[config.mk]
export PLATFORM = sky130hd
export DESIGN_NAME = dataMem
export DESIGN_NICKNAME = d
export VERILOG_FILES = /design/src/verilog/cpuPkg.sv /design/src/verilog/dataMem.sv
export SDC_FILE = /design/constraint.sdc
export NUM_CORES = 2
export LEC_CHECK = 0
export BUFFER_PORTS_ARGS = -buffer_cell sky130_fd_sc_hd__buf_2
export CAP_MARGIN = 20
export CELL_PAD_IN_SITES_DETAIL_PLACEMENT = 2
export CELL_PAD_IN_SITES_GLOBAL_PLACEMENT = 2
export CORE_ASPECT_RATIO = 0.75
export CORE_MARGIN = 4
export CORE_UTILIZATION = 40
export DETAILED_ROUTE_END_ITERATION = 7
export MAX_ROUTING_LAYER = met4
export PLACE_DENSITY_LB_ADDON = 0.1
export SLEW_MARGIN = 20
export SYNTH_ARGS = -nofsm -noshare
export SYNTH_HDL_FRONTEND = slang
export SYNTH_SLANG_ARGS = --single-unit
export TNS_END_PERCENT = 5
[constraint.sdc]
create_clock -name clk -period 3.8 [get_ports clk]
set_input_delay 0.19 -clock clk [delete_from_list [all_inputs] [get_ports clk]]
set_output_delay 0.19 -clock clk [all_outputs]
set_load 0.01 [all_outputs]
[src/verilog/cpuPkg.sv]
package cpuPkg;

  ////////////////////////////////////////////////////////////
  // Widths and memory depths
  ////////////////////////////////////////////////////////////
  localparam int dataW     = 16;
  localparam int regCount  = 16;
  localparam int iMemWords = 256;
  localparam int dMemWords = 256;
  localparam int regIdxW   = $clog2(regCount);
  localparam int iAddrW    = $clog2(iMemWords);  // Word index into instruction memory
  localparam int dAddrW    = $clog2(dMemWords);

  typedef logic [dataW-1:0]   wordT;
  typedef logic [regIdxW-1:0] regIdxT;

  // Instruction formats, opcode always in [15:12]
  //   ALU    op rd rs rt
  //   LLB    op rd imm8       rd = sext(imm8)
  //   LW/SW  op rt rs off4    addr = rs + 2*sext(off4)
  //   B      op ccc off9      target = pc + 2 + 2*sext(off9)
  //   PCS    op rd xxxxxxxx   rd = pc + 2
  // An all-zero word is a bubble and does nothing
  typedef enum logic [3:0] {
    add   = 4'h0,
    sub   = 4'h1,
    xorOp = 4'h2,
    andOp = 4'h3,
    lw    = 4'h8,
    sw    = 4'h9,
    llb   = 4'hA,
    br    = 4'hC,
    pcs   = 4'hE,
    hlt   = 4'hF
  } opcodeT;

  typedef struct packed {
    logic z;
    logic n;
    logic v;
  } flagsT;

  ////////////////////////////////////////////////////////////
  // Control groups
  ////////////////////////////////////////////////////////////
  typedef struct packed {
    regIdxT srcA;
    regIdxT srcB;
    wordT   opA;     // Register values as read in decode
    wordT   opB;
    wordT   imm;
    opcodeT aluSel;
    logic   useImm;  // Operand B from imm
    logic   zEn;
    logic   nvEn;
  } exCtrlT;

  typedef struct packed {
    logic memEnable;
    logic memWrite;
  } memCtrlT;

  typedef struct packed {
    regIdxT dest;
    logic   regWrite;
    logic   memToReg;
    logic   pcs;
    logic   hlt;
  } wbCtrlT;

  ////////////////////////////////////////////////////////////
  // Stage payloads
  ////////////////////////////////////////////////////////////
  typedef struct packed {
    wordT instr;
    wordT pcNext;
  } ifIdT;

  typedef struct packed {
    exCtrlT  ex;
    memCtrlT mem;
    wbCtrlT  wb;
    wordT    pcNext;
  } idExT;

  typedef struct packed {
    wordT    result;     // ALU result, also the data address
    wordT    storeData;
    regIdxT  storeReg;
    memCtrlT mem;
    wbCtrlT  wb;
    wordT    pcNext;
  } exMemT;

  typedef struct packed {
    wordT   result;
    wordT   memData;
    wbCtrlT wb;
    wordT   pcNext;
  } memWbT;

endpackage

[src/verilog/dataMem.sv]
`timescale 1ns/1ps

module dataMem (
  input  logic            clk,
  input  cpuPkg::memCtrlT ctrl,
  input  cpuPkg::wordT    addr,   // Byte address
  input  cpuPkg::wordT    wdata,
  output cpuPkg::wordT    rdata
);

  cpuPkg::wordT mem [cpuPkg::dMemWords];

  initial begin
    for (int i = 0; i < cpuPkg::dMemWords; i++) begin
      mem[i] = '0;  // Starts cleared
    end
  end

  assign rdata = ctrl.memEnable ? mem[addr[cpuPkg::dAddrW:1]] : '0;

  always_ff @(posedge clk) begin
    if (ctrl.memEnable && ctrl.memWrite) mem[addr[cpuPkg::dAddrW:1]] <= wdata;
  end

endmodule

==> impl_metrics.env <==
export IMPL_status="finished, violations left"
export IMPL_violations="negative setup slack"
export IMPL_synth_most_common_cell="edfxtp_1"
export IMPL_yosysUniqueCellTypes=56
export IMPL_n_fill_cell=34500
export IMPL_synthTopCellsByCount="edfxtp_1, mux4_2, mux2i_1"
export IMPL_worstSetupStartpoint="mem[75][10]"
export IMPL_cts_tree="built"
export IMPL_grt_usage_pct=25.8
export IMPL_yosysTopAreaCellShare_pct=78.1
export IMPL_start_util_pct=40.2
export IMPL_async_reset_ff_share_pct=0
export IMPL_worstPathCellList="mux2i_1 -> a22oi_1 -> a22oi_1 -> o211ai_1 -> o211ai_1 -> buf_4 -> a221oi_1 -> buf_4 -> buf_2"
export IMPL_num_vias=81200
export IMPL_synth_edff_count=4096
export IMPL_first_iter_violations=10300
export IMPL_grt_start_max_net_pins=133
export IMPL_wl_per_cell_um=37.4
export IMPL_drv_slew=0
export IMPL_syn_to_final_growth_pct=17.1
export IMPL_hp_start="ctrl[1]"
export IMPL_row_count=199
export IMPL_power_density_mw_per_mm2=519
export IMPL_dpl_cell_area_mm2=0.170
export IMPL_synth_nets=7235
export IMPL_cts_root_buffer="clkbuf_16"
export IMPL_cts_buffers=412
export IMPL_wl_mm=510
export IMPL_drive_above_1_share_pct=31.2
export IMPL_num_nets_final=8122
export IMPL_hp_class="in2reg"
export IMPL_design_portCount=51
export IMPL_crit_required_ps=3610
export IMPL_die_h_um=551
export IMPL_slowest_delay_ps=490
export IMPL_yosys_top_cells_area="edfxtp_1, mux4_2, mux2i_1"
export IMPL_grt_setup_unrepaired="yes"
export IMPL_critPathMaxFanout=2
export IMPL_crit_buf_inv=3
export IMPL_port_buffers=42
export IMPL_grt_remaining_overflow=0
export IMPL_cellLeakagePower_nw=58.7
export IMPL_drtPass1Iterations=8
export IMPL_cts_max_level=5
export IMPL_synth_cells=7200
export IMPL_die_area_mm2=0.404
export IMPL_grt_pass1_wl_mm=715
export IMPL_layout_setup_ws_ps=-154
export IMPL_p_sw_mw=21.6
export IMPL_setup_viol=11
export IMPL_cp_arrival_ps=3760
export IMPL_worstMarginPinSlew_ps=1150
export IMPL_ys_flop_type="edfxtp_1"
export IMPL_drc=0
export IMPL_cp_top_family="compound AO/OA/AOI/OAI gates"
export IMPL_power_total_mw=95.7
export IMPL_largest_register_ffs=4096
export IMPL_path_class="reg2out"
export IMPL_antenna_found_initial=40
export IMPL_path_depth=9
export IMPL_yosys_area_top_type="edfxtp_1"
export IMPL_dp_hpwl_mm=318
export IMPL_syn_area_mm2=0.158
export IMPL_cp_start_kind="register"
export IMPL_ant_nets=0
export IMPL_finalHoldViolCount=0
export IMPL_finalWeightedCongestion=0.827
export IMPL_max_slew_margin_rel_pct=23.2
export IMPL_yosysWarnings=0
export IMPL_swShare_pct=22.5
export IMPL_final_area_mm2=0.185
export IMPL_endpoint_kind="output port"
export IMPL_core_mm2=0.392
export IMPL_timing_final_crit_period_ps=3950
export IMPL_peakVddDrop_mv=0.422
export IMPL_avgSynthCellArea_um2=21.9
export IMPL_grt_pass1_vias=84800
export IMPL_max_cap_viol_count=0
export IMPL_clk_pin_slew_worst_paths_ps=70
export IMPL_pwr_share_seq_pct=52.0
export IMPL_timing_final_crit_share_pct=104
export IMPL_cp_endpoint="rdata[10]"
export IMPL_fmax_ghz=0.253
export IMPL_clk_path_buf_depth=4
export IMPL_ys_ff_latch=4096
export IMPL_dieWidth_um=733
export IMPL_combinationalPowerShare_pct=5.8
export IMPL_p_int_mw=74.1
export IMPL_cts_sinks=4096
export IMPL_vias_per_cell=5.95
export IMPL_ys_seq_area_share_pct=78.1
export IMPL_clkPwrFrac_pct=42.2
export IMPL_crit_slowest_cell="o211ai_1"
==> worst min path at each step <==
stage	depth (start not counted)	endpoint	slack, ps
after global placement	1	mem[218][4]	680
after global routing	6	mem[78][14]	140
after detailed placement	1	mem[218][4]	690
after floorplan	0	mem[0][0]	290
after CTS	6	mem[78][14]	80
final	6	mem[78][14]	160
==> layout make-up <==
type,instances,area (um2),share of cell area (%)
Timing Repair Buffer,921,8370,4.53
Tap cell,5226,6540,3.54
Inverter,7,26.3,0.0142
Sequential cell,4096,123000,66.7
Clock buffer,505,10800,5.87
Antenna cell,11,27.5,0.0149
Multi-Input combinational cell,2649,33500,18.1
Clock inverter,248,2260,1.23
==> layer usage <==
| layer | up-vias | part of all wire (%) | global-route usage [%] |
|---|---|---|---|
| li1 | 32400 | - | - |
| met1 | 45200 | 45 | 38.5 |
| met2 | 3097 | 46 | 38.4 |
| met3 | 546 | 6.7 | 3.29 |
| met4 | 0 | 2.2 | 5.32 |
| met5 | - | 0 | - |
==> power groups by stage <==
stage          Combinational, mW  Clock, mW  Sequential (mW)
5_1_grt                     5.76       43.3             49.7
2_1_floorplan               2.28          0             50.7
6_report                    5.53       40.4             49.8
4_1_cts                     5.58       41.2             49.8
3_3_place_gp                5.30          0             50.7
3_5_place_dp                5.43          0             50.7
==> what timing repair did <==
item                                    in CTS  in global routing
endpoints found under the hold margin     1609                  0
endpoints found under the setup margin      16                 16
gates resized for setup                    127                 17
hold buffers                                17                  0
buffers inserted                             1                  0
pin swaps                                   32                  9
==> placed cells by master, fill, tap and decap left out, types with 85 or more instances in the layout <==
cell	n
a21oi_1	94
a22oi_1	153
buf_12	102
buf_4	755
clkbuf_1	85
clkbuf_16	420
clkinv_1	102
clkinv_2	86
edfxtp_1	4096
mux2i_1	441
mux4_2	887
nand3_1	143
nor2_1	157
nor2_2	112
==> cell families after synthesis <==
group           synth area share [%]
compound gates                  3.17
buf+inv                         1.42
flops                           78.1
mux                             15.5
simple gates                    1.79
==> stage by stage <==
step / std cells / hold slack [ps] / setup TNS, ps / worst slack [ps] / util (%)
after global routing: 13700 / 144 / -2340 / -287 / 47.1
final: 13700 / 162 / -961 / -154 / 47.1
after CTS: 13700 / 82.8 / -2250 / -259 / 47.0
after floorplan: 7200 / 289 / 0 / 717 / -
after detailed placement: 12900 / 694 / -4150 / -939 / 43.5
after global placement: 12900 / 677 / -6400 / -1530 / 43.5
Note: power is estimated with default switching activity, not from simulation.
