## src/verilog/cpuPkg.sv

```systemverilog
package cpuPkg;

  ////////////////////////////////////////////////////////////
  // Widths and memory depths
  ////////////////////////////////////////////////////////////
  localparam int dataW     = 16;
  localparam int regCount  = 16;
  localparam int iMemWords = 256;
  localparam int dMemWords = 256;
  localparam int regIdxW   = $clog2(regCount);
  localparam int iAddrW    = $clog2(iMemWords);  // Word index into instruction memory
  localparam int dAddrW    = $clog2(dMemWords);

  typedef logic [dataW-1:0]   wordT;
  typedef logic [regIdxW-1:0] regIdxT;

  // Instruction formats, opcode always in [15:12]
  //   ALU    op rd rs rt
  //   LLB    op rd imm8       rd = sext(imm8)
  //   LW/SW  op rt rs off4    addr = rs + 2*sext(off4)
  //   B      op ccc off9      target = pc + 2 + 2*sext(off9)
  //   PCS    op rd xxxxxxxx   rd = pc + 2
  // An all-zero word is a bubble and does nothing
  typedef enum logic [3:0] {
    add   = 4'h0,
    sub   = 4'h1,
    xorOp = 4'h2,
    andOp = 4'h3,
    lw    = 4'h8,
    sw    = 4'h9,
    llb   = 4'hA,
    br    = 4'hC,
    pcs   = 4'hE,
    hlt   = 4'hF
  } opcodeT;

  typedef struct packed {
    logic z;
    logic n;
    logic v;
  } flagsT;

  ////////////////////////////////////////////////////////////
  // Control groups
  ////////////////////////////////////////////////////////////
  typedef struct packed {
    regIdxT srcA;
    regIdxT srcB;
    wordT   opA;     // Register values as read in decode
    wordT   opB;
    wordT   imm;
    opcodeT aluSel;
    logic   useImm;  // Operand B from imm
    logic   zEn;
    logic   nvEn;
  } exCtrlT;

  typedef struct packed {
    logic memEnable;
    logic memWrite;
  } memCtrlT;

  typedef struct packed {
    regIdxT dest;
    logic   regWrite;
    logic   memToReg;
    logic   pcs;
    logic   hlt;
  } wbCtrlT;

  ////////////////////////////////////////////////////////////
  // Stage payloads
  ////////////////////////////////////////////////////////////
  typedef struct packed {
    wordT instr;
    wordT pcNext;
  } ifIdT;

  typedef struct packed {
    exCtrlT  ex;
    memCtrlT mem;
    wbCtrlT  wb;
    wordT    pcNext;
  } idExT;

  typedef struct packed {
    wordT    result;     // ALU result, also the data address
    wordT    storeData;
    regIdxT  storeReg;
    memCtrlT mem;
    wbCtrlT  wb;
    wordT    pcNext;
  } exMemT;

  typedef struct packed {
    wordT   result;
    wordT   memData;
    wbCtrlT wb;
    wordT   pcNext;
  } memWbT;

endpackage

```

## src/verilog/decode.sv

```systemverilog
`timescale 1ns/1ps

module decode (
  input  logic           clk,
  input  logic           rstN,
  input  cpuPkg::ifIdT   fetched,
  input  cpuPkg::flagsT  exFlags,  // Flags computed in execute this cycle
  input  logic           exZEn,
  input  logic           exNvEn,
  input  logic           wbWrite,
  input  cpuPkg::regIdxT wbReg,
  input  cpuPkg::wordT   wbData,
  output cpuPkg::idExT   payload,
  output cpuPkg::regIdxT srcA,
  output cpuPkg::regIdxT srcB,
  output logic           usesB,    // ALU reads register B
  output logic           taken,
  output cpuPkg::wordT   target
);

  cpuPkg::wordT   regs [cpuPkg::regCount];
  cpuPkg::flagsT  flags;
  cpuPkg::opcodeT op;
  cpuPkg::wordT   instr;
  logic           condMet;

  assign instr = fetched.instr;
  assign op    = cpuPkg::opcodeT'(instr[15:12]);

  // Register read with write-through from writeback
  function automatic cpuPkg::wordT readReg(input cpuPkg::regIdxT r);
    if (r == '0) return '0;
    if (wbWrite && wbReg == r) return wbData;
    return regs[r];
  endfunction

  ////////////////////////////////////////////////////////////
  // Instruction decoder
  ////////////////////////////////////////////////////////////
  always_comb begin
    payload        = '0;
    payload.pcNext = fetched.pcNext;
    srcA           = '0;  // Unused sources stay at r0, never a hazard
    srcB           = '0;
    usesB          = 1'b0;
    if (instr != '0) begin
      payload.ex.aluSel = op;
      case (op)
        cpuPkg::add, cpuPkg::sub, cpuPkg::xorOp, cpuPkg::andOp: begin
          srcA            = instr[7:4];
          srcB            = instr[3:0];
          usesB           = 1'b1;
          payload.wb.dest = instr[11:8];
          payload.ex.zEn  = 1'b1;
          payload.ex.nvEn = (op == cpuPkg::add) || (op == cpuPkg::sub);
        end
        cpuPkg::llb: begin
          payload.wb.dest   = instr[11:8];
          payload.ex.imm    = {{8{instr[7]}}, instr[7:0]};
          payload.ex.useImm = 1'b1;
        end
        cpuPkg::lw, cpuPkg::sw: begin
          srcA                  = instr[7:4];  // Base
          payload.ex.imm        = {{11{instr[3]}}, instr[3:0], 1'b0};
          payload.ex.useImm     = 1'b1;
          payload.mem.memEnable = 1'b1;
          if (op == cpuPkg::sw) begin
            srcB                 = instr[11:8];  // Store data
            payload.mem.memWrite = 1'b1;
          end else begin
            payload.wb.dest     = instr[11:8];
            payload.wb.memToReg = 1'b1;
          end
        end
        cpuPkg::pcs: begin
          payload.wb.dest = instr[11:8];
          payload.wb.pcs  = 1'b1;
        end
        cpuPkg::hlt: payload.wb.hlt = 1'b1;
        default: ;  // B and unknown codes carry no work
      endcase
    end
    payload.wb.regWrite = payload.wb.dest != '0;  // Writes to r0 are dropped here
    payload.ex.srcA     = srcA;
    payload.ex.srcB     = srcB;
    payload.ex.opA      = readReg(srcA);
    payload.ex.opB      = readReg(srcB);
  end

  always_ff @(posedge clk) begin
    if (wbWrite && wbReg != '0) begin
      regs[wbReg] <= wbData;
    end
  end

  // Flag register, loaded from execute under the enables
  always_ff @(posedge clk or negedge rstN) begin
    if (!rstN) begin
      flags <= '0;
    end else begin
      if (exZEn) flags.z <= exFlags.z;
      if (exNvEn) begin
        flags.n <= exFlags.n;
        flags.v <= exFlags.v;
      end
    end
  end

  ////////////////////////////////////////////////////////////
  // Branch resolution
  ////////////////////////////////////////////////////////////
  always_comb begin
    case (instr[11:9])
      3'b000:  condMet = !flags.z;              // NE
      3'b001:  condMet = flags.z;               // EQ
      3'b010:  condMet = !flags.z && !flags.n;  // GT
      3'b011:  condMet = flags.n;               // LT
      3'b100:  condMet = flags.z || !flags.n;   // GE
      3'b101:  condMet = flags.n || flags.z;    // LE
      3'b110:  condMet = flags.v;               // Overflow
      default: condMet = 1'b1;                  // Always
    endcase
  end

  assign taken  = (op == cpuPkg::br) && condMet;
  assign target = fetched.pcNext + {{6{instr[8]}}, instr[8:0], 1'b0};

endmodule

```

## config.mk

```make
export PLATFORM = sky130hd
export DESIGN_NAME = decode
export DESIGN_NICKNAME = d
export VERILOG_FILES = /design/src/verilog/cpuPkg.sv /design/src/verilog/decode.sv
export SDC_FILE = /design/constraint.sdc
export NUM_CORES = 1
export LEC_CHECK = 0
export ABC_AREA = 1
export ABC_CLOCK_PERIOD_IN_PS = 4620
export BUFFER_PORTS_ARGS = -buffer_cell sky130_fd_sc_hd__buf_2
export CAP_MARGIN = 40
export CORE_MARGIN = 1
export CORE_UTILIZATION = 57
export CTS_CLUSTER_DIAMETER = 60
export DETAILED_ROUTE_END_ITERATION = 8
export GPL_ROUTABILITY_DRIVEN = 0
export GPL_TIMING_DRIVEN = 1
export PLACE_DENSITY = 0.87
export SYNTH_ARGS = -nofsm -noshare
export SYNTH_HDL_FRONTEND = slang
export SYNTH_SLANG_ARGS = --single-unit
```

## constraint.sdc

```tcl
create_clock -name clk -period 4.62 [get_ports clk]
set_input_delay 0.924 -clock clk [delete_from_list [all_inputs] [get_ports clk]]
set_output_delay 0.924 -clock clk [all_outputs]
set_load 0.005 [all_outputs]
```

==> qor.yml <==
status: "finished, final reports clean"
final_nets: 2108
clkTransAtPathRegs_ns: 0.06
drt_pre_antenna_iters: 7
overflow: 0
rsz0062_at_grt: "no"
crit_arrival_ns: 3.31
grt_pass1_wl_um: 77400
avgSynthCellArea_um2: 8.15
clk_latency_ns: 0.53
die_h_um: 168
ant_nets: 0
gr-usage-all-layers_pct: 35.7
die_x_um: 168
clockBufferDepth: 3
p_comb_share_pct: 17.5
synthesis.instances: 1920
numCtsBuffers: 26
cts_tree: "yes"
clkPwrFrac_pct: 34.7
initial_core_util_pct: 58.1
synth.top_cells.by_count: "nand2_1, nand3_1, inv_1"
routedWlPerCell_um: 21.2
synth.largest_area_cell: "edfxtp_1"
io_pins: 175
yosysTopAreaCellShare_pct: 49.1
finalClockSkew_ns: 0
maxCapViolations: 0
critPathSlowestCell: "nor2_1"
critical_path_class: "in -> out"
finalMaxSlewViolations: 0
crit_path_end_kind: "primary output"
synth_edf_count: 256
antenna_cells: 0
critPathMaxFanout: 26
n_fill_cell: 2042
vias: 15200
dpl.hpwl_um: 30500
grt_pass1_vias: 14500
viasPerCell: 6.35
cts-resized-gates: 0
finalSetupViolCount: 0
synth_ff_type: "edfxtp_1"
powerDensity_mw_per_mm2: 319
routed_wl_um: 50700
crit_top_cell: "nand2_1"
drcViolationCount: 0
root_buffer: "clkbuf_16"
max_slew_margin_pct: 36.5
synth_most_common_cell: "nand2_1"
p_total_uw: 5570
hold_viol_final: 0
path_cells: "buf_2 > nor2_1 > nand2_1 > nand2_1 > inv_2 > buf_4 > nor2_1 > nand3_1 > nand2_1 > inv_1 > nand2_1 > a21oi_1 > buf_2"
num_rows: 60
netSwitchingFraction_pct: 27.7
synth_seq_cells: 259
critPathLaunchType: "input port"
hp-class: "in -> async"
grt_max_degree: 116
fin_setup_tns_ns: 0
yosys_warnings: 0
fp.dieArea_mm2: 0.0281
antenna_found_initial: 0
post_cts_buffers: 0
fin_crit_ns: 4.24
p_int_uw: 4030
cp.depth: 13
period_share_pct: 91.7
ir_worst_vdd_mv: 0.229
netlist_top_cells_area: "edfxtp_1, nand3_1, nand2_1, inv_1, o211ai_1"
port_buffers: 171
worst_pin_slew_ns: 0.952
pwr-share-seq_pct: 47.8
ff2ff_path_depth: 2
cp.required_ns: 3.70
syn_area_mm2: 0.0157
netSwitchingPower_uw: 1540
cp_top_family: "simple AND/OR/NAND/NOR gates"
htree_levels: 1
synthArstFlopShare_pct: 1.16
cts-hold-fix-buffers: 0
ys_types: 40
cts_sinks: 259
yosysSeqAreaShare_pct: 49.6
coreArea_mm2: 0.0270
drtIter0Drc: 2393
rrSetupSlack_ns: 3.94
area_growth_syn_to_layout_pct: 11.5
p_leak_uw: 0.00780
drive_above_1_share_pct: 14.3
critPathBufInv: 5
max_stage_delay_ns: 0.57
max_freq_mhz: 236
flip-flops by register name, indices dropped and copies added, names as in the netlist:
name / count
flags: 3
regs: 256
cell type report:
class                           count  area (µm²)  share of cell area (%)
Sequential cell                   259        7760                    44.5
Multi-Input combinational cell   1250        6190                    35.5
Timing Repair Buffer              222        1310                    7.49
Inverter                          274        1030                    5.89
Clock buffer                       37         713                    4.08
Tap cell                          341         427                    2.44
Clock inverter                      8        33.8                   0.193
worst reg2reg max path, cell delays in order, from the launching register on:
cell	delay, ns
dfrtp_1	0.38
inv_1	0.11
o21ai_0	0.08
cells in the final DEF (no fill, tap or decap), types with 7 or more instances in the layout:
master / Yosys / layout
o21ai_0: 65 / 65
o211ai_1: 60 / 60
a21oi_1: 50 / 50
conb_1: 1 / 16
nand2_1: 454 / 452
nand3_1: 411 / 410
nand3b_1: 42 / 42
xor2_1: 8 / 8
buf_4: 37 / 44
xnor2_1: 7 / 7
clkbuf_16: 0 / 27
buf_2: 63 / 171
clkbuf_1: 40 / 10
inv_2: 8 / 8
nor2_2: 4 / 19
inv_1: 266 / 266
edfxtp_1: 256 / 256
ha_1: 14 / 14
o21ai_1: 10 / 10
nor2_1: 66 / 51
per-stage QoR:
step           std cells  area [µm²]  hold slack [ns]  worst slack [ns]  utilization [%]
2_1_floorplan       1935       15700            0.491              1.38                -
3_3_place_gp        2343       16700            0.517             0.539             61.9
3_5_place_dp        2346       16700            0.543             0.472             62.0
4_1_cts             2391       17500            0.173             0.458             64.8
5_1_grt             2391       17500            0.177             0.251             64.8
6_report            2391       17500            0.175             0.384             64.8
cell families (layout without fill, tap and decap cells):
| family | Yosys count | after routing | synth area share, % |
|---|---|---|---|
| flops | 259 | 259 | 49.6 |
| compound gates | 202 | 202 | 7.67 |
| xor+xnor | 15 | 15 | 0.839 |
| other cells | 1 | 16 | 0.0240 |
| simple gates | 1002 | 1002 | 29.0 |
| fa+ha+maj | 15 | 15 | 1.25 |
| buf+inv | 426 | 541 | 11.7 |
power groups by stage:
stage | clock (µW) | sequential (µW) | combinational, µW
3_5_place_dp | 0 | 2710 | 938
6_report | 1930 | 2670 | 977
3_3_place_gp | 0 | 2710 | 912
4_1_cts | 1920 | 2660 | 944
5_1_grt | 2010 | 2670 | 1060
2_1_floorplan | 0 | 2710 | 584
worst paths after layout:
| kind | endpoint | start |
|---|---|---|
| min in group clk | flags[0]$_DFFE_PN0P_ | flags[0]$_DFFE_PN0P_ |
| setup / recovery | payload[63] | fetched[31] |
| hold / removal | flags[0]$_DFFE_PN0P_ | rstN |
| setup reg to reg | flags[2]$_DFFE_PN0P_ | flags[2]$_DFFE_PN0P_ |
| max in group asynchronous | flags[1]$_DFFE_PN0P_ | rstN |
| hold reg to reg | flags[0]$_DFFE_PN0P_ | flags[0]$_DFFE_PN0P_ |
per-layer routing:
layer	part of all wire (%)	global-route usage, %	vias to the layer above	wire length [µm]
met4	6.7	24.2	0	3420
met2	45	56.8	1402	22900
met1	33	42.7	6845	16500
met3	15	9.31	299	7830
met5	0	0	-	0
li1	-	-	6632	-
Power figures use the tool's default switching activity.
