File: config.mk
export PLATFORM = sky130hd
export DESIGN_NAME = hazardUnit
export DESIGN_NICKNAME = d
export VERILOG_FILES = /design/src/verilog/cpuPkg.sv /design/src/verilog/hazardUnit.sv
export SDC_FILE = /design/constraint.sdc
export NUM_CORES = 1
export LEC_CHECK = 0
export ABC_AREA = 1
export BUFFER_PORTS_ARGS = -buffer_cell sky130_fd_sc_hd__buf_4
export CORE_MARGIN = 2
export CORE_UTILIZATION = 14
export DETAILED_ROUTE_END_ITERATION = 8
export GPL_ROUTABILITY_DRIVEN = 0
export GPL_TIMING_DRIVEN = 0
export PLACE_DENSITY = 0.88
export SETUP_SLACK_MARGIN = 0.02
export SLEW_MARGIN = 20
export SYNTH_ARGS = -nofsm -noshare
export SYNTH_HDL_FRONTEND = slang
export SYNTH_SLANG_ARGS = --single-unit
File: constraint.sdc
create_clock -name vclk -period 1.13
set_input_delay 0.0565 -clock vclk [all_inputs]
set_output_delay 0.0565 -clock vclk [all_outputs]
set_load 0.01 [all_outputs]
File: src/verilog/cpuPkg.sv
package cpuPkg;

  ////////////////////////////////////////////////////////////
  // Widths and memory depths
  ////////////////////////////////////////////////////////////
  localparam int dataW     = 16;
  localparam int regCount  = 16;
  localparam int iMemWords = 256;
  localparam int dMemWords = 256;
  localparam int regIdxW   = $clog2(regCount);
  localparam int iAddrW    = $clog2(iMemWords);  // Word index into instruction memory
  localparam int dAddrW    = $clog2(dMemWords);

  typedef logic [dataW-1:0]   wordT;
  typedef logic [regIdxW-1:0] regIdxT;

  // Instruction formats, opcode always in [15:12]
  //   ALU    op rd rs rt
  //   LLB    op rd imm8       rd = sext(imm8)
  //   LW/SW  op rt rs off4    addr = rs + 2*sext(off4)
  //   B      op ccc off9      target = pc + 2 + 2*sext(off9)
  //   PCS    op rd xxxxxxxx   rd = pc + 2
  // An all-zero word is a bubble and does nothing
  typedef enum logic [3:0] {
    add   = 4'h0,
    sub   = 4'h1,
    xorOp = 4'h2,
    andOp = 4'h3,
    lw    = 4'h8,
    sw    = 4'h9,
    llb   = 4'hA,
    br    = 4'hC,
    pcs   = 4'hE,
    hlt   = 4'hF
  } opcodeT;

  typedef struct packed {
    logic z;
    logic n;
    logic v;
  } flagsT;

  ////////////////////////////////////////////////////////////
  // Control groups
  ////////////////////////////////////////////////////////////
  typedef struct packed {
    regIdxT srcA;
    regIdxT srcB;
    wordT   opA;     // Register values as read in decode
    wordT   opB;
    wordT   imm;
    opcodeT aluSel;
    logic   useImm;  // Operand B from imm
    logic   zEn;
    logic   nvEn;
  } exCtrlT;

  typedef struct packed {
    logic memEnable;
    logic memWrite;
  } memCtrlT;

  typedef struct packed {
    regIdxT dest;
    logic   regWrite;
    logic   memToReg;
    logic   pcs;
    logic   hlt;
  } wbCtrlT;

  ////////////////////////////////////////////////////////////
  // Stage payloads
  ////////////////////////////////////////////////////////////
  typedef struct packed {
    wordT instr;
    wordT pcNext;
  } ifIdT;

  typedef struct packed {
    exCtrlT  ex;
    memCtrlT mem;
    wbCtrlT  wb;
    wordT    pcNext;
  } idExT;

  typedef struct packed {
    wordT    result;     // ALU result, also the data address
    wordT    storeData;
    regIdxT  storeReg;
    memCtrlT mem;
    wbCtrlT  wb;
    wordT    pcNext;
  } exMemT;

  typedef struct packed {
    wordT   result;
    wordT   memData;
    wbCtrlT wb;
    wordT   pcNext;
  } memWbT;

endpackage

File: src/verilog/hazardUnit.sv
`timescale 1ns/1ps

module hazardUnit (
  input  cpuPkg::regIdxT srcA,
  input  cpuPkg::regIdxT srcB,
  input  logic           usesB,
  input  logic           isBranch,
  input  logic           isStore,
  input  cpuPkg::idExT   idEx,   // Instruction now in execute
  input  logic           taken,
  output logic           pcStall,
  output logic           ifIdStall,
  output logic           ifFlush,
  output logic           idFlush
);

  logic loadInEx;
  logic loadUse;
  logic flagWait;
  logic stall;

  assign loadInEx = idEx.mem.memEnable && !idEx.mem.memWrite && idEx.wb.regWrite;
  // Store data also counts, there is no memory to memory forwarding
  assign loadUse  = loadInEx && (idEx.wb.dest == srcA ||
                                 ((usesB || isStore) && idEx.wb.dest == srcB));
  assign flagWait = isBranch && (idEx.ex.zEn || idEx.ex.nvEn);  // Flags not yet in register
  assign stall    = loadUse || flagWait;

  assign pcStall   = stall;
  assign ifIdStall = stall;
  assign idFlush   = stall;           // Bubble into execute
  assign ifFlush   = taken && !stall; // Kill the wrong-path fetch

endmodule

==> out/results.ini, run 1 <==
[clock_network]
cts_resized=0
cts_setup_buffers=0
holdBufCountCts=0

[timing]
finalCritPeriodShare_pct=83.7
fin_crit_ns=0.946
fmax_ghz=1.06
rsz0062_at_grt=no
timing.final.hold_violations=0
finalSetupTns_ns=0
worst_slew_pin_slew_ns=0.128
setup_viol=0
slew_headroom_pct=91.4
drv_slew=0
finalHoldWorstSlack_ns=0.429

[global_route]
grt_overflow_total=0
use_met2_pct=15.4
grt.busiest_layer=met2
grt_max_degree=5
use_met1_pct=9.11
track_usage_pct=7.62
grt_pass1_vias=315
grt_use_met3_pct=0.431
grt_antenna_before_repair=0
grt_pass1_wl_um=1170

[drt]
dr.pass1.iters=2
drt_wl_total_um=583
drc=0
viasPerCell=3.76
ant_nets=0
wl_per_cell_um=6.94
drt_iter0_markers=1
dr_total_vias=316

[critical_path]
cp.required_ns=1.07
worstPathArrival_ns=0.89
cp_max_fo=4
crit_path_frequent_cell=nand2_1
worstSetupEndpointType=primary output
cpMaxStageDelayCell=buf_4
crit_type=in -> out
startpoint_type=input port
critPathBufInv=4
crit_chain=buf_4 -> nand2_1 -> inv_1 -> nor2_1 -> nor2_1 -> nand2_1 -> nand2_1 -> nand2_1 -> nand2_2 -> buf_4 -> buf_4
slowest_delay_ns=0.13
path_delay_family=simple AND/OR/NAND/NOR gates

[cells_and_area]
stdcell_count=84
drive_gt1_share_pct=43.5
nFillCells=156
final_cell_area_um2=410
register_area_um2=0
nClkBuffers=0
multi_input_area_um2=148
area_delta_synth_final_pct=101
design.seq.count=0
nets=172
antenna_cells=0

[synthesis]
synth_area_per_cell_um2=4.64
ys_top_cells_by_area=nand2_1, inv_1, nor2_1
synth_top_cells_by_count=nand2_1, inv_1, nor2_1
synth_top_area_cell=nand2_1
yosysMostFrequentCell=nand2_1
yosys_warnings=0
syn_nets=145
synth_top_area_share_pct=29.4
yosysUniqueCellTypes=11
syn-instance-count=44
ys_seq_area_share_pct=0
syn_area_um2=204

[power_and_ir_drop]
ir_worst_vdd_mv=0.101
leakagePower_nw=0.278
finalPower_mw=0.140
power_density_mw_per_mm2=342

[hold_path]
hp-start=taken
hold-path-endpoint=ifFlush
holdCritPathClass=in -> out
hold_depth=4

[run]
max_cap_violations=0

[die]
io_pins=105
floorplan.initialDensity_pct=15.3
coreArea_mm2=0.00133
die_w_um=42.2
rows=13
die_h_um=42.2
die-area_mm2=0.00178

[status]
status=finished clean

[placement]
placed_area_um2=410
hpwl_um=566
dp.cells=84
numPortBuffers=25

worst max path at each step:
stage / from / to / depth (start not counted)
4_1_cts: idEx[21] / pcStall / 11
5_1_grt: srcB[2] / pcStall / 11
6_report: idEx[21] / pcStall / 11
2_1_floorplan: srcA[0] / ifIdStall / 7
3_5_place_dp: idEx[21] / pcStall / 11
3_3_place_gp: idEx[21] / pcStall / 11
report_power, final:
group | switching (mW) | total, mW | internal (mW)
clock network | 0 | 0 | 0
registers | 0 | 0 | 0
logic | 0.0533 | 0.140 | 0.0871
cells by family (layout without fill, tap and decap cells):
family | Yosys count | count (layout) | share of synthesized area (%)
XOR/XNOR | 3 | 3 | 12.9
AND/OR/NAND/NOR | 27 | 27 | 55.2
AO/OA/AOI/OAI | 1 | 1 | 4.30
buffers and inverters | 13 | 38 | 27.6
routing by layer:
layer | vias to the layer above | share of wire (%)
met1 | 132 | 36
li1 | 172 | -
met5 | - | 0
met2 | 12 | 59
met3 | 0 | 5.5
met4 | 0 | 0
stage by stage:
step / util, % / worst slack, ns
after detailed placement: 30.8 / 0.172
after floorplan: - / 0.413
after global routing: 30.8 / 0.0402
after CTS: 30.8 / 0.168
final: 30.8 / 0.184
after global placement: 30.8 / 0.183
cell type report:
cell class	instances	area share, %
Buffer	2	3.66
Inverter	11	10.1
Multi-Input combinational cell	31	36.0
Tap cell	15	4.57
Timing Repair Buffer	25	45.7
cell usage in the layout, fill, tap and decap left out, drive strengths merged:
cell	count
buf	27
nand2	17
inv	11
nor2	8
xor2	2
xnor2	1
nand3	1
and3b	1
o21ai	1
tightest hold or removal path, cell delays in order:
cell and delay (ns):
buf_4 0.07, inv_1 0.03, nor2_2 0.09, buf_4 0.12
No activity file was read; power rests on OpenSTA's default activity.
==> inputs of run 2 (changes only) <==
--- a/config.mk
+++ b/config.mk
@@ -8,11 +8,11 @@
 export ABC_AREA = 1
 export BUFFER_PORTS_ARGS = -buffer_cell sky130_fd_sc_hd__buf_4
 export CORE_MARGIN = 2
-export CORE_UTILIZATION = 14
+export CORE_UTILIZATION = 13
 export DETAILED_ROUTE_END_ITERATION = 8
 export GPL_ROUTABILITY_DRIVEN = 0
 export GPL_TIMING_DRIVEN = 0
-export PLACE_DENSITY = 0.88
+export PLACE_DENSITY = 0.83
 export SETUP_SLACK_MARGIN = 0.02
 export SLEW_MARGIN = 20
 export SYNTH_ARGS = -nofsm -noshare
==> constraint.sdc (replaced) <==
create_clock -name vclk -period 0.9
set_input_delay 0.045 -clock vclk [all_inputs]
set_output_delay 0.045 -clock vclk [all_outputs]
set_load 0.01 [all_outputs]
==> out/results.ini, run 2 (synthesis gave the netlist of run 1 again) <==
[timing]
setup_viol=2  ; +2
fmax_ghz=1.09
finalCritPeriodShare_pct=102
finalSetupTns_ns=-0.0347  ; -0.0347 ns
rsz0062_at_grt=yes
timing.final.hold_violations=0  ; unchanged
worst_slew_pin_slew_ns=0.133  ; +0.00546 ns
fin_crit_ns=0.919
setup_slack_ns=-0.0191  ; -0.203 ns
drv_slew=0  ; unchanged
slew_headroom_pct=91.0  ; -0.37 points

[global_route]
track_usage_pct=5.68  ; -1.9 points
grt_max_degree=5  ; unchanged
grt_overflow_total=0  ; unchanged
grt_pass1_wl_um=897  ; -24%
grt_pass1_vias=244  ; -23%
grt_antenna_before_repair=0  ; unchanged

[power_and_ir_drop]
ir_worst_vdd_mv=0.149  ; +48%
p_int_mw=0.138  ; +59%
finalPower_mw=0.220  ; +57%
leakagePower_nw=0.293  ; +5.7%
comb_power_share_pct=100.0  ; about the same
p_seq_share_pct=0  ; unchanged
switching_share_pct=37.2  ; -0.71 points
clkPwrFrac_pct=0  ; unchanged
power_density_mw_per_mm2=448  ; +31%
p_sw_mw=0.0820  ; +54%

[drt]
dr_total_vias=306  ; -3.2%
drt_wl_total_um=627  ; +7.5%
ant_nets=0  ; unchanged
viasPerCell=3.60  ; -4.3%
dr.pass1.iters=1  ; -1
wl_per_cell_um=7.38  ; +6.3%
drt_iter0_markers=0  ; -1
drc=0  ; unchanged

[hold_path]
holdCritPathClass=in -> out

[cells_and_area]
nets=172  ; unchanged
drive_gt1_share_pct=63.8  ; +20 points
area_delta_synth_final_pct=141
design.seq.count=0  ; unchanged
final_common_cell=buf_4
stdcell_count=85  ; +1.2%
final_cell_area_um2=492  ; +20%
antenna_cells=0  ; unchanged
nClkBuffers=0  ; unchanged
fin_util_pct=33.0  ; +2.3 points
register_area_um2=0  ; unchanged
layout_common_cells=buf_4, buf_6, nand2_1

[placement]
numPortBuffers=25  ; unchanged
hpwl_um=513  ; -9.3%
placed_area_um2=412  ; +0.30%
dp.cells=85  ; +1.2%

[run]
max_cap_violations=0  ; unchanged

[critical_path]
worstSetupEndpointType=primary output
cp.required_ns=0.85  ; -0.22 ns
worstPathArrival_ns=0.87  ; -0.02 ns
cp_max_fo=4  ; unchanged
startpoint_type=input port
crit_type=in -> out

[die]
coreArea_mm2=0.00149  ; +12%
floorplan.initialDensity_pct=13.7  ; -1.6 points
die-area_mm2=0.00190  ; +7.0%
die_w_um=43.6  ; +3.4%
io_pins=105  ; unchanged
die_h_um=43.6  ; +3.4%
rows=14  ; +1

[clock_network]
cts_setup_buffers=0  ; unchanged

[status]
violations=setup timing
status=finished with violations

run 2: cell counts in the layout (fill, tap and decap cells not counted):
No cell type changed its count.
run 2: critical path, stage by stage:
cell,delay [ns]
buf_4,0.11
inv_2,0.05
nand2_2,0.04
nand2_1,0.07
nor2_2,0.04
nand3_1,0.07
nand2_1,0.05
nand2_1,0.07
nand2_2,0.09
buf_6,0.13
buf_6,0.11
run 2: repair_timing:
| item | CTS | global route |
|---|---|---|
| endpoints found under the hold margin | 0 | 0 |
| hold buffers | 0 | 0 |
| setup endpoints to repair | 3 | 4 |
| pin swaps | 13 | 13 |
| gates resized for setup | 14 | 16 |
run 2: layout make-up:
cell class | count | area [um^2]
buffer | 2 | 22.5
fill | 165 | 997
inverter | 11 | 41.3
multi-input combinational | 31 | 175
tap | 16 | 20.0
timing repair buffer | 25 | 233
run 2: layer usage:
metal	up-vias	share of wire, %	global-route usage, %
met5	-	0	0
met4	0	0	0
met3	0	4.6	0
met2	8	63	11.5
met1	126	33	7.00
li1	172	-	-
run 2: power by group through the flow:
stage               Clock [mW]  Combinational, mW  Sequential [mW]
floorplan                    0             0.0734                0
global placement             0              0.174                0
detailed placement           0              0.177                0
CTS                          0              0.199                0
global route                 0              0.241                0
finish                       0              0.220                0
run 2: worst paths after layout:
path                    start  endpoint  slack [ns]  cells after the start
worst max-delay path  srcB[2]   pcStall       -0.02                     11
worst min-delay path    taken   ifFlush        0.40                      4
run 2: metrics by stage:
stage / hold slack [ns] / worst slack (ns)
after floorplan: 0.179 / 0.206
after global placement: 0.396 / -0.0207
after global routing: 0.447 / -0.0986
after detailed placement: 0.401 / -0.0343
after CTS: 0.401 / -0.000177
final: 0.400 / -0.0191
==> inputs of run 3 (changes only) <==
--- a/config.mk
+++ b/config.mk
@@ -12,7 +12,7 @@
 export DETAILED_ROUTE_END_ITERATION = 8
 export GPL_ROUTABILITY_DRIVEN = 0
 export GPL_TIMING_DRIVEN = 0
-export PLACE_DENSITY = 0.83
+export PLACE_DENSITY = 0.92
 export SETUP_SLACK_MARGIN = 0.02
 export SLEW_MARGIN = 20
 export SYNTH_ARGS = -nofsm -noshare
==> out/results.ini, run 3 (synthesis gave the netlist of run 1 again) <==
[global_route]
grt_max_degree=5  ; unchanged
grt_pass1_vias=283  ; +16%
grt_antenna_before_repair=0  ; unchanged
track_usage_pct=7.37  ; +1.7 points
grt_overflow_total=0  ; unchanged
grt_pass1_wl_um=1090  ; +22%

[critical_path]
worstPathArrival_ns=0.86  ; about the same
path_delay_family=simple AND/OR/NAND/NOR gates
critPathBufInv=3  ; -1
startpoint_type=input port
cp.required_ns=0.85  ; about the same
cp_max_fo=4  ; unchanged
crit_chain=buf_6 -> xor2_1 -> nor2_1 -> nand2_1 -> nand2_1 -> nand2_1 -> nand2_2 -> buf_6 -> buf_6
slowest_delay_ns=0.15  ; +0.02 ns
worstSetupEndpointType=primary output
crit_type=in -> out
cpMaxStageDelayCell=xor2_1

[cells_and_area]
area_delta_synth_final_pct=142
multi_input_area_um2=170  ; -2.9%
nClkBuffers=0  ; unchanged
nFillCells=166  ; +0.61%
fin_util_pct=33.1  ; +0.084 points
drive_gt1_share_pct=63.8  ; unchanged
design.seq.count=0  ; unchanged
layout_common_cells=buf_6, buf_4, nand2_1
nets=172  ; unchanged
stdcell_count=85  ; unchanged
antenna_cells=0  ; unchanged
register_area_um2=0  ; unchanged

[die]
rows=14  ; unchanged
die_h_um=43.6  ; unchanged
die-area_mm2=0.00190  ; unchanged
floorplan.initialDensity_pct=13.7  ; unchanged
io_pins=105  ; unchanged
die_w_um=43.6  ; unchanged
coreArea_mm2=0.00149  ; unchanged

[power_and_ir_drop]
power_density_mw_per_mm2=456  ; +1.8%
leakagePower_nw=0.292  ; -0.42%
ir_worst_vdd_mv=0.132  ; -11%

[drt]
drt_wl_total_um=795  ; +27%
wl_met2_um=518  ; +32%
drc=0  ; unchanged
met3WireLength_um=26  ; -10%
viasPerCell=3.80  ; +5.6%
dr_total_vias=323  ; +5.6%
routed.top_layer=met4
dr.pass1.iters=2  ; +1
wl_per_cell_um=9.35  ; +27%
met1_length_um=228  ; +12%
drt_iter0_markers=1  ; +1
ant_nets=0  ; unchanged

[timing]
setup_slack_ns=-0.00419  ; +0.0149 ns
setup_viol=2  ; unchanged
drv_slew=0  ; unchanged
fmax_ghz=1.11  ; +1.6%
timing.final.hold_violations=0  ; unchanged
slew_headroom_pct=90.4  ; -0.61 points
finalCritPeriodShare_pct=100  ; -1.7 points
fin_crit_ns=0.904  ; -0.0149 ns
worst_slew_pin_slew_ns=0.143  ; +0.00909 ns
rsz0062_at_grt=yes

[hold_path]
hold-path-endpoint=ifFlush
hp-start=taken
hold_depth=4  ; unchanged
holdCritPathClass=in -> out

[clock_network]
holdBufCountCts=0  ; unchanged

[placement]
hpwl_um=588  ; +15%
dp.cells=85  ; unchanged
numPortBuffers=25  ; unchanged

[run]
max_cap_violations=0  ; unchanged

[status]
violations=setup timing
status=finished with violations

[run 3: worst max path at each step]
stage / startpoint / to / cells past startpoint
2_1_floorplan: srcA[0] / ifIdStall / 7
3_3_place_gp: idEx[21] / pcStall / 11
3_5_place_dp: idEx[21] / ifIdStall / 11
4_1_cts: idEx[23] / ifIdStall / 9
5_1_grt: usesB / pcStall / 11
6_report: idEx[23] / pcStall / 9
[run 3: power breakdown]
group	switching [mW]	internal (mW)
sequential	0	0
clock	0	0
combinational	0.0851	0.140
total	0.0851	0.140
[run 3: area by class of cell]
cell class | count | area share (%)
buffer | 2 | 4.57
timing repair buffer | 25 | 48.0
inverter | 11 | 8.88
tap | 16 | 4.06
multi-input combinational | 31 | 34.5
[run 3: what timing repair did]
action                                  CTS  global route
pin swaps                                15            16
resized for setup                        12            18
setup buffers                             0             0
endpoints found under the setup margin    3             4
[run 3: worst min-delay path, cell delays in order]
cell	delay, ns
buf_4	0.08
inv_1	0.04
nor2_2	0.10
buf_4	0.12
[run 3: metrics by stage]
stage | hold WS [ns] | worst slack (ns) | TNS, ns | total power, mW | instance area [um^2]
global route | 0.454 | -0.0840 | -0.248 | 0.245 | 493
CTS | 0.410 | -0.0208 | -0.0594 | 0.201 | 449
floorplan | 0.179 | 0.206 | 0 | 0.0734 | 204
detailed placement | 0.431 | -0.0323 | -0.0634 | 0.179 | 412
finish | 0.426 | -0.00419 | -0.00441 | 0.225 | 493
global placement | 0.394 | -0.0244 | -0.0483 | 0.174 | 412
[run 3: routing by layer]
metal  up-vias  global-route usage (%)
li1        172                       -
met1       140                    7.00
met2         9                    17.1
met3         2                   0.417
met4         0                       0
met5         -                       0
